File: config.mk
export PLATFORM = sky130hd
export DESIGN_NAME = pkt_framer
export DESIGN_NICKNAME = d
export VERILOG_FILES = /design/src/design/pkt_framer_pkg.sv /design/src/design/frame_seq.sv /design/src/design/pkt_framer.sv /design/src/design/stream_buffer.sv
export SDC_FILE = /design/constraint.sdc
export NUM_CORES = 1
export LEC_CHECK = 0
export ABC_AREA = 0
export BUFFER_PORTS_ARGS = -buffer_cell sky130_fd_sc_hd__buf_4
export CAP_MARGIN = 40
export CORE_MARGIN = 2
export CORE_UTILIZATION = 45
export DETAILED_ROUTE_END_ITERATION = 8
export PLACE_DENSITY = 0.6
export SLEW_MARGIN = 20
export SYNTH_ARGS = -nofsm -noshare
export SYNTH_HDL_FRONTEND = slang
export SYNTH_SLANG_ARGS = --single-unit
File: constraint.sdc
create_clock -name sclk -period 11.3 [get_ports sclk]
set_clock_uncertainty 0.15 [all_clocks]
set_input_delay 2.26 -clock sclk [delete_from_list [all_inputs] [get_ports sclk]]
set_output_delay 2.26 -clock sclk [all_outputs]
set_load 0.005 [all_outputs]
File: src/design/pkt_framer_pkg.sv
`default_nettype none

package pkt_framer_pkg;

  // stream widths
  typedef logic [63:0] word_t;      // one stream word in or out
  typedef logic [23:0] byte_cnt_t;  // compressed bytes per block, as written in the trailer
  typedef logic [5:0]  near_t;      // quantization near for the header

  // header is mark | 30 zeros | near
  localparam logic [27:0] HDR_MARK = 28'hFFF_FFFF;
  // trailer is 8 zeros | byte count | mark
  localparam logic [31:0] TRL_MARK = 32'hFFEE_DDC9;

  // write buffer sizing
  localparam int BUF_DEPTH = 16;                 // power of two, pointers wrap
  localparam int BUF_SLACK = 3;                  // free entries kept for in-flight writes
  localparam int BUF_AW    = $clog2(BUF_DEPTH);  // pointer width

  typedef logic [BUF_AW-1:0] buf_ptr_t;   // read / write pointer
  typedef logic [BUF_AW:0]   buf_fill_t;  // 0..BUF_DEPTH plus the capture stage

  // highest occupancy at which new writes are still allowed
  localparam buf_fill_t FILL_LIMIT = buf_fill_t'(BUF_DEPTH - BUF_SLACK);

  // block sequencer states
  typedef enum logic [1:0] {
    IDLE  = 2'd0,  // waiting for start_blk edge
    HDR   = 2'd1,  // header word offered
    DATA  = 2'd2,  // forwarding buffer head
    TRAIL = 2'd3   // trailer word offered
  } seq_state_t;

endpackage

`default_nettype wire

File: src/design/frame_seq.sv
`timescale 1ns/10ps
`default_nettype none

module frame_seq import pkt_framer_pkg::*; (
  input  logic      sclk,
  input  logic      rst_n_f,
  // block control
  input  logic      start_blk,   // level whose rising edge opens a block
  input  near_t     quant_near,  // stable while the block is open
  // buffer head
  input  logic      buf_valid,
  input  word_t     buf_word,
  input  logic      buf_eob,
  input  byte_cnt_t buf_cnt,
  output logic      buf_pop,     // one cycle per consumed entry
  // downstream valid/ready
  output logic      out_valid,
  output word_t     out_data,
  input  logic      out_ready,
  // block status
  output logic      block_done,  // high while trailer is offered
  output logic      done_ack     // pulse after trailer transfer
);

  seq_state_t state;
  seq_state_t state_nxt;

  // start edge detection
  logic start_q;     // sampled start_blk
  logic start_q2;    // delayed copy
  logic start_rise;  // one cycle per rising edge
  logic go;          // open a block now

  logic      xfer;     // word accepted downstream
  word_t     hdr_word;
  word_t     trl_word;
  byte_cnt_t trl_cnt;  // count of the block being closed

  // sample start_blk and keep a delayed copy
  always_ff @(posedge sclk or negedge rst_n_f) begin : start_sync
    if (!rst_n_f) begin
      start_q  <= 1'b0;
      start_q2 <= 1'b0;
    end else begin
      start_q  <= start_blk;
      start_q2 <= start_q;
    end
  end

  assign start_rise = start_q & ~start_q2;

  // next block only opens from IDLE
  assign go = (state == IDLE) & start_rise;

  // handshake
  assign xfer = out_valid & out_ready;

  // header and trailer words built from the marks
  assign hdr_word = {HDR_MARK, 30'd0, quant_near};
  assign trl_word = {8'd0, trl_cnt, TRL_MARK};

  // next state
  always_comb begin : fsm_nxt
    state_nxt = state;
    case (state)
      IDLE: begin
        if (go) begin
          state_nxt = HDR;
        end
      end
      HDR: begin
        if (xfer) begin
          state_nxt = DATA;  // header gone
        end
      end
      DATA: begin
        if (xfer && buf_eob) begin
          state_nxt = TRAIL;  // last data word gone
        end
      end
      TRAIL: begin
        if (xfer) begin
          state_nxt = IDLE;
        end
      end
      default: begin
        state_nxt = IDLE;
      end
    endcase
  end

  always_ff @(posedge sclk or negedge rst_n_f) begin : fsm_reg
    if (!rst_n_f) begin
      state <= IDLE;
    end else begin
      state <= state_nxt;
    end
  end

  // output mux held stable by state and buffer head
  always_comb begin : out_mux
    out_valid = 1'b0;
    out_data  = buf_word;  // don't care when not valid
    case (state)
      HDR: begin
        out_valid = 1'b1;
        out_data  = hdr_word;
      end
      DATA: begin
        out_valid = buf_valid;  // head waits until accepted
        out_data  = buf_word;
      end
      TRAIL: begin
        out_valid = 1'b1;
        out_data  = trl_word;
      end
      default: begin
        out_valid = 1'b0;
      end
    endcase
  end

  // consume head only on an accepted data word
  assign buf_pop = (state == DATA) & buf_valid & out_ready;

  assign block_done = (state == TRAIL);

  // trailer count taken from the eob entry as it leaves
  always_ff @(posedge sclk) begin : trl_latch
    if (buf_pop && buf_eob) begin
      trl_cnt <= buf_cnt;
    end
  end

  // done acknowledge one cycle after the trailer transfer
  always_ff @(posedge sclk or negedge rst_n_f) begin : ack_reg
    if (!rst_n_f) begin
      done_ack <= 1'b0;
    end else begin
      done_ack <= block_done & out_ready;  // single cycle since state leaves TRAIL
    end
  end

endmodule

`default_nettype wire

File: src/design/pkt_framer.sv
`timescale 1ns/10ps
`default_nettype none

module pkt_framer import pkt_framer_pkg::*; (
  input  logic      sclk,
  input  logic      rst_n_f,
  // encoder write side
  input  logic      w_en,
  input  word_t     w_data,
  input  logic      eob,
  input  byte_cnt_t byte_cnt,
  output logic      wfifo_ready,
  // block control
  input  logic      start_blk,
  input  near_t     quant_near,
  // framed stream out
  output logic      out_valid,
  output word_t     out_data,
  input  logic      out_ready,
  output logic      block_done,
  output logic      done_ack
);

  // buffer head to sequencer
  logic      buf_valid;
  word_t     buf_word;
  logic      buf_eob;
  byte_cnt_t buf_cnt;
  logic      buf_pop;    // back from sequencer

  // capture and ring buffer
  stream_buffer i_buf (
    .sclk        (sclk),
    .rst_n_f     (rst_n_f),
    .w_en        (w_en),
    .w_data      (w_data),
    .eob         (eob),
    .byte_cnt    (byte_cnt),
    .wfifo_ready (wfifo_ready),
    .buf_valid   (buf_valid),
    .buf_word    (buf_word),
    .buf_eob     (buf_eob),
    .buf_cnt     (buf_cnt),
    .buf_pop     (buf_pop)
  );

  // header / data / trailer sequencing
  frame_seq i_seq (
    .sclk        (sclk),
    .rst_n_f     (rst_n_f),
    .start_blk   (start_blk),
    .quant_near  (quant_near),
    .buf_valid   (buf_valid),
    .buf_word    (buf_word),
    .buf_eob     (buf_eob),
    .buf_cnt     (buf_cnt),
    .buf_pop     (buf_pop),
    .out_valid   (out_valid),
    .out_data    (out_data),
    .out_ready   (out_ready),
    .block_done  (block_done),
    .done_ack    (done_ack)
  );

endmodule

`default_nettype wire

File: src/design/stream_buffer.sv
`timescale 1ns/10ps
`default_nettype none

module stream_buffer import pkt_framer_pkg::*; (
  input  logic      sclk,
  input  logic      rst_n_f,
  // producer side
  input  logic      w_en,         // write strobe, only while wfifo_ready
  input  word_t     w_data,       // compressed word
  input  logic      eob,          // last word of the block
  input  byte_cnt_t byte_cnt,     // valid with eob
  output logic      wfifo_ready,  // registered write-allowed level
  // head entry towards the sequencer
  output logic      buf_valid,    // head entry present
  output word_t     buf_word,
  output logic      buf_eob,
  output byte_cnt_t buf_cnt,
  input  logic      buf_pop       // consume head entry
);

  // capture stage
  logic      cap_vld;  // capture holds a word to push
  word_t     cap_word;
  logic      cap_eob;
  byte_cnt_t cap_cnt;

  // storage, one entry = word + eob + count
  word_t     mem_word [BUF_DEPTH];
  logic      mem_eob  [BUF_DEPTH];
  byte_cnt_t mem_cnt  [BUF_DEPTH];

  buf_ptr_t  wr_ptr;
  buf_ptr_t  rd_ptr;
  buf_fill_t fill;     // entries in the ring
  buf_fill_t occ;      // ring plus capture stage

  logic      buf_wr;   // capture moves into the ring
  logic      buf_rd;   // head leaves the ring

  // capture register, one cycle in front of the ring
  always_ff @(posedge sclk or negedge rst_n_f) begin : cap_ctrl
    if (!rst_n_f) begin
      cap_vld <= 1'b0;
    end else begin
      cap_vld <= w_en;  // pushes next cycle
    end
  end

  always_ff @(posedge sclk) begin : cap_data
    if (w_en) begin
      cap_word <= w_data;
      cap_eob  <= eob;
      cap_cnt  <= byte_cnt;  // kept for every word, used on eob only
    end
  end

  assign buf_wr = cap_vld;                 // room is guaranteed by wfifo_ready
  assign buf_rd = buf_pop & buf_valid;     // ignore pop on empty

  // ring storage
  always_ff @(posedge sclk) begin : ring_write
    if (buf_wr) begin
      mem_word[wr_ptr] <= cap_word;
      mem_eob[wr_ptr]  <= cap_eob;
      mem_cnt[wr_ptr]  <= cap_cnt;
    end
  end

  // pointers and fill level
  always_ff @(posedge sclk or negedge rst_n_f) begin : ring_ptrs
    if (!rst_n_f) begin
      wr_ptr <= '0;
      rd_ptr <= '0;
      fill   <= '0;
    end else begin
      if (buf_wr) begin
        wr_ptr <= wr_ptr + 1'b1;  // wraps at BUF_DEPTH
      end
      if (buf_rd) begin
        rd_ptr <= rd_ptr + 1'b1;
      end
      case ({buf_wr, buf_rd})
        2'b10:   fill <= fill + 1'b1;
        2'b01:   fill <= fill - 1'b1;
        default: fill <= fill;  // both or neither
      endcase
    end
  end

  // first word fall through, head shown straight from the ring
  assign buf_valid = (fill != '0);
  assign buf_word  = mem_word[rd_ptr];
  assign buf_eob   = mem_eob[rd_ptr];
  assign buf_cnt   = mem_cnt[rd_ptr];

  // occupancy counts the word still sitting in capture
  assign occ = fill + buf_fill_t'(cap_vld);

  // write-allowed level, one cycle behind occupancy
  // a write already granted plus the capture stage fit in the slack
  always_ff @(posedge sclk or negedge rst_n_f) begin : ready_reg
    if (!rst_n_f) begin
      wfifo_ready <= 1'b0;  // rises on the first edge after reset
    end else begin
      wfifo_ready <= (occ <= FILL_LIMIT);
    end
  end

endmodule

`default_nettype wire

## After elaboration in Yosys (flattened, before gate mapping)

Memories as Yosys holds them, arrays and structs flattened. A register that Yosys moved wholly into a read port is not among the register bits.
Cells that the tools add are included.
Widths: inputs -> output; s select.

| storage, ports and cells | value |
|---|---|
| register bits after elaboration | 109 |
| word-level logic and storage cells | 55 |
| memories | 3 |
| input bits | 100 |
| RAM bits | 1424 |
| output and inout port bits | 68 |

Memories:

| memory | words | bits a word | rd ports | clocked after Yosys merged registers in | write ports | line | RTL |
|---|---|---|---|---|---|---|---|
| i_buf.mem_word | 16 | 64 | 1 | 0 | 1 | stream_buffer.sv:28 | `word_t mem_word [BUF_DEPTH];` |
| i_buf.mem_cnt | 16 | 24 | 1 | 1 | 1 | stream_buffer.sv:30 | `byte_cnt_t mem_cnt [BUF_DEPTH];` |
| i_buf.mem_eob | 16 | 1 | 1 | 0 | 1 | stream_buffer.sv:29 | `logic mem_eob [BUF_DEPTH];` |

| operators by class | value |
|---|---|
| equality and inequality tests | 9 |
| magnitude comparators | 1 |
| add/subtract/negate cells | 5 |
| reductions and logical operators | 7 |
| mux-type cells | 10 |
| bitwise operators | 8 |

Operators with widths:

| operator | count |
|---|---|
| $pmux 64 s2 | 1 |
| $pmux 5 s2 | 1 |
| $add 4x1->4 const B | 2 |
| $mux 2 | 4 |
| $pmux 2 s4 | 1 |
| $and 1x1->1 | 7 |
| $eq 2x2->1 const B | 3 |
| $ne 2x1->1 const B | 3 |
| $add 5x1->5 | 1 |
| $add 5x1->5 const B | 1 |
| $le 5x4->1 const B | 1 |
| $reduce_bool 5->1 | 1 |
| $sub 5x1->5 const B | 1 |
| $eq 2x1->1 const B | 2 |
| $reduce_and 4->1 | 1 |
| $logic_and 1x1->1 | 2 |
| $logic_not 2->1 | 1 |
| $mux 1 | 2 |
| $ne 2x2->1 const B | 1 |
| $pmux 1 s2 | 1 |
| $reduce_bool 2->1 | 1 |
| $reduce_or 2->1 | 1 |
| $not 1->1 | 1 |

## Logic depth before layout (Yosys ltp)

| depth | value |
|---|---|
| depth after elaboration | 7 |
| depth in mapped cells | 13 |
| gate-level depth less buffers | 13 |

## By module

Synthesis repeated with hierarchy kept, for this count alone.

| second synthesis, totals | value |
|---|---|
| cells, all modules | 3029 |
| area total of the unflattened synthesis | 60111.4 um^2 |

By module, submodules not included:

| module | seq. area each (um^2) | cells an instance | area an instance (um^2) | times used |
|---|---|---|---|---|
| stream_buffer | 45808.9 | 2840 | 58304.7 | 1 |
| frame_seq | 845.8 | 189 | 1806.7 | 1 |

## Worst setup path before layout

Ideal clock, no wire load.

| path | value |
|---|---|
| path type | input to output |
| from | input quant_near[1] |
| to | output out_data[1] |
| data arrival time | 2477 ps |
| slack | 6413 ps |
| data required time | 8890 ps |
| buffers on the path | 0 |
| cell stages on the path | 1 |
| cells stage by stage | a22o_1 |

| on the way | value |
|---|---|
| cells in the longest elaborated chain, start to end | 1 |

RTL lines:

| element | line | RTL |
|---|---|---|
| start, declared | pkt_framer.sv:15 | `input near_t quant_near,` |
| $pmux 64 s2 | frame_seq.sv:104 | `case (state)` |
| end, declared | pkt_framer.sv:18 | `output word_t out_data,` |

No other way between the ends.

## Final worst setup path

| path | value |
|---|---|
| from | register i_buf.rd_ptr[1] |
| to | output out_data[0] |

| on the way | value |
|---|---|
| cells in the longest elaborated chain, start to end | 2 |

RTL lines:

| element | line | RTL |
|---|---|---|
| start, declared | stream_buffer.sv:33 | `buf_ptr_t rd_ptr;` |
| start signal, assigned | stream_buffer.sv:80 | `rd_ptr <= rd_ptr + 1'b1;` |
| $mem_v2 16x64 | -- |  |
| $pmux 64 s2 | frame_seq.sv:104 |  |

No other way between the ends.

==> impl_metrics.toml <==
[run_status]
status = "finished clean"

[clocking]
cts.sinks = 1557
cts_buffer_depth = 3
clock_latency_ns = 0.76
cts_resized = 0
post_cts_buffers = 0
htree_num_levels = 4
root_buffer = "clkbuf_16"
cts_hold_buf = 0
cts_buffers = 153
cts_tree = "done"
clkTransAtPathRegs_ns = 0.06

[place]
port_buffers = 167
place.gp.congestion = 0.732
place_inst = 4277
dpl_worst_slack_ns = 5.24
placed_area_sq_um = 62700
place_hpwl_microns = 73400

[worst_setup_path]
end_kind = "primary output"
r2r_setup_slack_ns = 7.02
max_stage_delay_ns = 0.77
arrival_ns = 4.39
r2r_cells = 6
required_ns = 8.89
path_max_fanout = 45
cp_slowest_cell = "dfrtp_4"
r2r-start = "i_buf.rd_ptr[0]"
cpMostUsedCell = "buf_4"
critPathLaunchType = "flop"
path_cells = "buf_4 -> buf_16 -> buf_4 -> mux4_2 -> mux4_2 -> inv_1 -> o21ai_0 -> buf_4"
r2r_end = "i_seq.trl_cnt[14]"
path_class = "flop to primary output"

[timing]
finalHoldViolations = 0
drv_slew = 0
tightest_slew_ns = 0.922
tns_ns = 0
max_slew_margin_pct = 38.5
setup_violations = 0
finalWorstSetupSlack_ns = 4.50
period_needed_ns = 6.80
post-route-period-util_pct = 60.1
grt_setup_unrepaired = "no"
max_freq_mhz = 147

[global_routing]
grt_max_degree = 139
grt_pass1_vias = 27500
overflow = 0
antenna_found_initial = 6
track_usage_pct = 20.8
grt_first_pass_wirelength_microns = 196000

[power_and_ir_drop]
ir_drop_mv = 0.248
p_per_area_nw_per_um2 = 250
power_leakage_nw = 21.3

[worst_hold_path]
hold_end = "i_seq.start_q2"
hp-start = "i_seq.start_q"
hold_path.class = "flop to flop"
holdPathStages = 0

[synth]
synth_fp_nets = 2526
ys_ff_latch = 1557
ys_warn_count = 0
synthArstFlopShare_pct = 1.28
yosysSeqAreaShare_pct = 79.5
synth_cells = 2412
syn_area_per_cell_sq_um = 24.3
syn-cell-area_sq_um = 58700
synthDistinctLibCells = 41
synth_flop_cell = "edfxtp_1"
synth_edf_count = 1537

[route]
wl_met1_microns = 57500
vias_per_cell = 5.82
vias = 26500
ant_nets = 0
wl_per_cell_microns = 30.1
wl_microns = 137000
top_layer = "met5"
route.detailed.drc = 0
routed-wl-met2_microns = 69700
dr.pass1.iters = 5
drtIter0Drc = 2659
routed-wl-met3_microns = 7390

[floorplan]
die-area_sq_um = 133000
die_y_microns = 365
coreArea_sq_um = 129000
initial_utilization_pct = 45.3
num_rows = 132
fp.dieW_microns = 365
pin_count = 168

[cells_and_area]
drive_above_1_share_pct = 33.7
nFillCells = 9853
layout.cells.non_filler = 4548
nets = 2805
fin_area_sq_um = 67500
syn_to_final_growth_pct = 15.0
final_common_cell = "edfxtp_1"
ff_latch_area_sq_um = 46700
layout_common_cells = "1,537 x edfxtp_1, 412 x mux4_2, 216 x buf_4"
multi_input_area_sq_um = 11500

[flow_run]
maxCapViolations = 0
==> cell families after synthesis <==
kind of cell | count (synthesis) | share of synthesized area, %
AO/OA/AOI/OAI | 83 | 0.893
AND/OR/NAND/NOR | 134 | 1.03
buffers and inverters | 133 | 1.05
XOR/XNOR | 13 | 0.194
flip-flops | 1557 | 79.5
multiplexers | 478 | 17.1
adder cells (fa/ha/maj) | 14 | 0.298
==> layer usage <==
metal,vias to the layer above,track usage (%)
met1,14600,28.8
met4,2,5.15
met3,164,3.44
met5,-,0
li1,10900,-
met2,833,34.7
==> state kept, by name (all words and copies together), names as in the netlist <==
signal	flops
i_buf.fill	5
i_seq.state	2
i_seq.start_q	1
i_buf.wfifo_ready	1
i_buf.rd_ptr	4
i_buf.cap_cnt	24
i_seq.trl_cnt	24
i_seq.start_q2	1
i_buf.cap_eob	1
i_buf.cap_word	64
i_buf.mem_cnt	384
i_buf.mem_word	1024
i_buf.wr_ptr	4
i_buf.buf_wr	1
i_buf.mem_eob	16
i_seq.done_ack	1
==> per-stage QoR <==
step | utilization [%] | power [mW] | hold WS [ns]
3_3_place_gp | 47.9 | 11.9 | 0.222
3_5_place_dp | 48.4 | 12.2 | 0.228
2_1_floorplan | - | 10.3 | 0.205
5_1_grt | 52.1 | 17.6 | 0.247
4_1_cts | 52.1 | 17.1 | 0.236
6_report | 52.1 | 16.9 | 0.240
==> power by group <==
part           internal [mW]  total [mW]  switching, mW  leakage [nW]
Clock                   2.83        4.90           2.07          2.32
Sequential              7.03        7.35          0.327          14.2
Combinational           2.28        4.63           2.34          4.82
Total                   12.1        16.9           4.74          21.3
==> worst max-delay path: cells and delay by family, from the launching register on <==
| kind | cells | cell delay, ns |
|---|---|---|
| multiplexers | 2 | 0.91 |
| AO/OA/AOI/OAI | 1 | 0.21 |
| flip-flops | 1 | 0.77 |
| buffers and inverters | 5 | 1.68 |
==> Yosys cell counts, types with 2 or more instances <==
library cell	number	area, sq um
nand2_1	50	188
clkbuf_1	66	248
and2_1	22	138
nand3_1	2	10.0
buf_2	39	195
dfrtp_1	20	500
nand3b_1	2	15.0
nand4_1	2	12.5
a21oi_1	26	130
inv_1	11	41.3
mux2i_1	4	40.0
or2_2	3	18.8
mux4_2	412	9280
nand2b_1	4	25.0
buf_6	5	56.3
buf_4	9	67.6
edfxtp_1	1537	46200
nor3_1	2	10.0
mux2_2	61	687
nor2_1	43	161
buf_1	3	11.3
o22ai_1	32	200
a22o_1	8	70.1
a222oi_1	2	20.0
o21ai_0	7	35.0
ha_1	14	175
xor2_1	6	52.6
xnor2_1	7	61.3
==> worst max-delay path by stage <==
stage                     from           to  slack [ns]  cells after the start
6_report       i_buf.rd_ptr[1]  out_data[0]        4.50                      8
5_1_grt        i_buf.rd_ptr[1]  out_data[0]        4.28                      8
4_1_cts        i_buf.rd_ptr[1]  out_data[0]        4.38                      8
3_5_place_dp   i_buf.rd_ptr[1]  out_data[0]        5.24                      8
3_3_place_gp   i_buf.rd_ptr[1]  out_data[0]        4.65                      7
2_1_floorplan    quant_near[1]  out_data[1]        6.41                      1
==> cell type report <==
class	count	area share, %
well taps	1742	3.23
inverters	11	0.0612
flip-flops and latches	1557	69.2
diodes	1	0.00371
repair buffers	246	3.44
multi-input cells	722	17.0
clock buffers	209	6.25
clock inverters	60	0.829
Power figures use the tool's default switching activity.
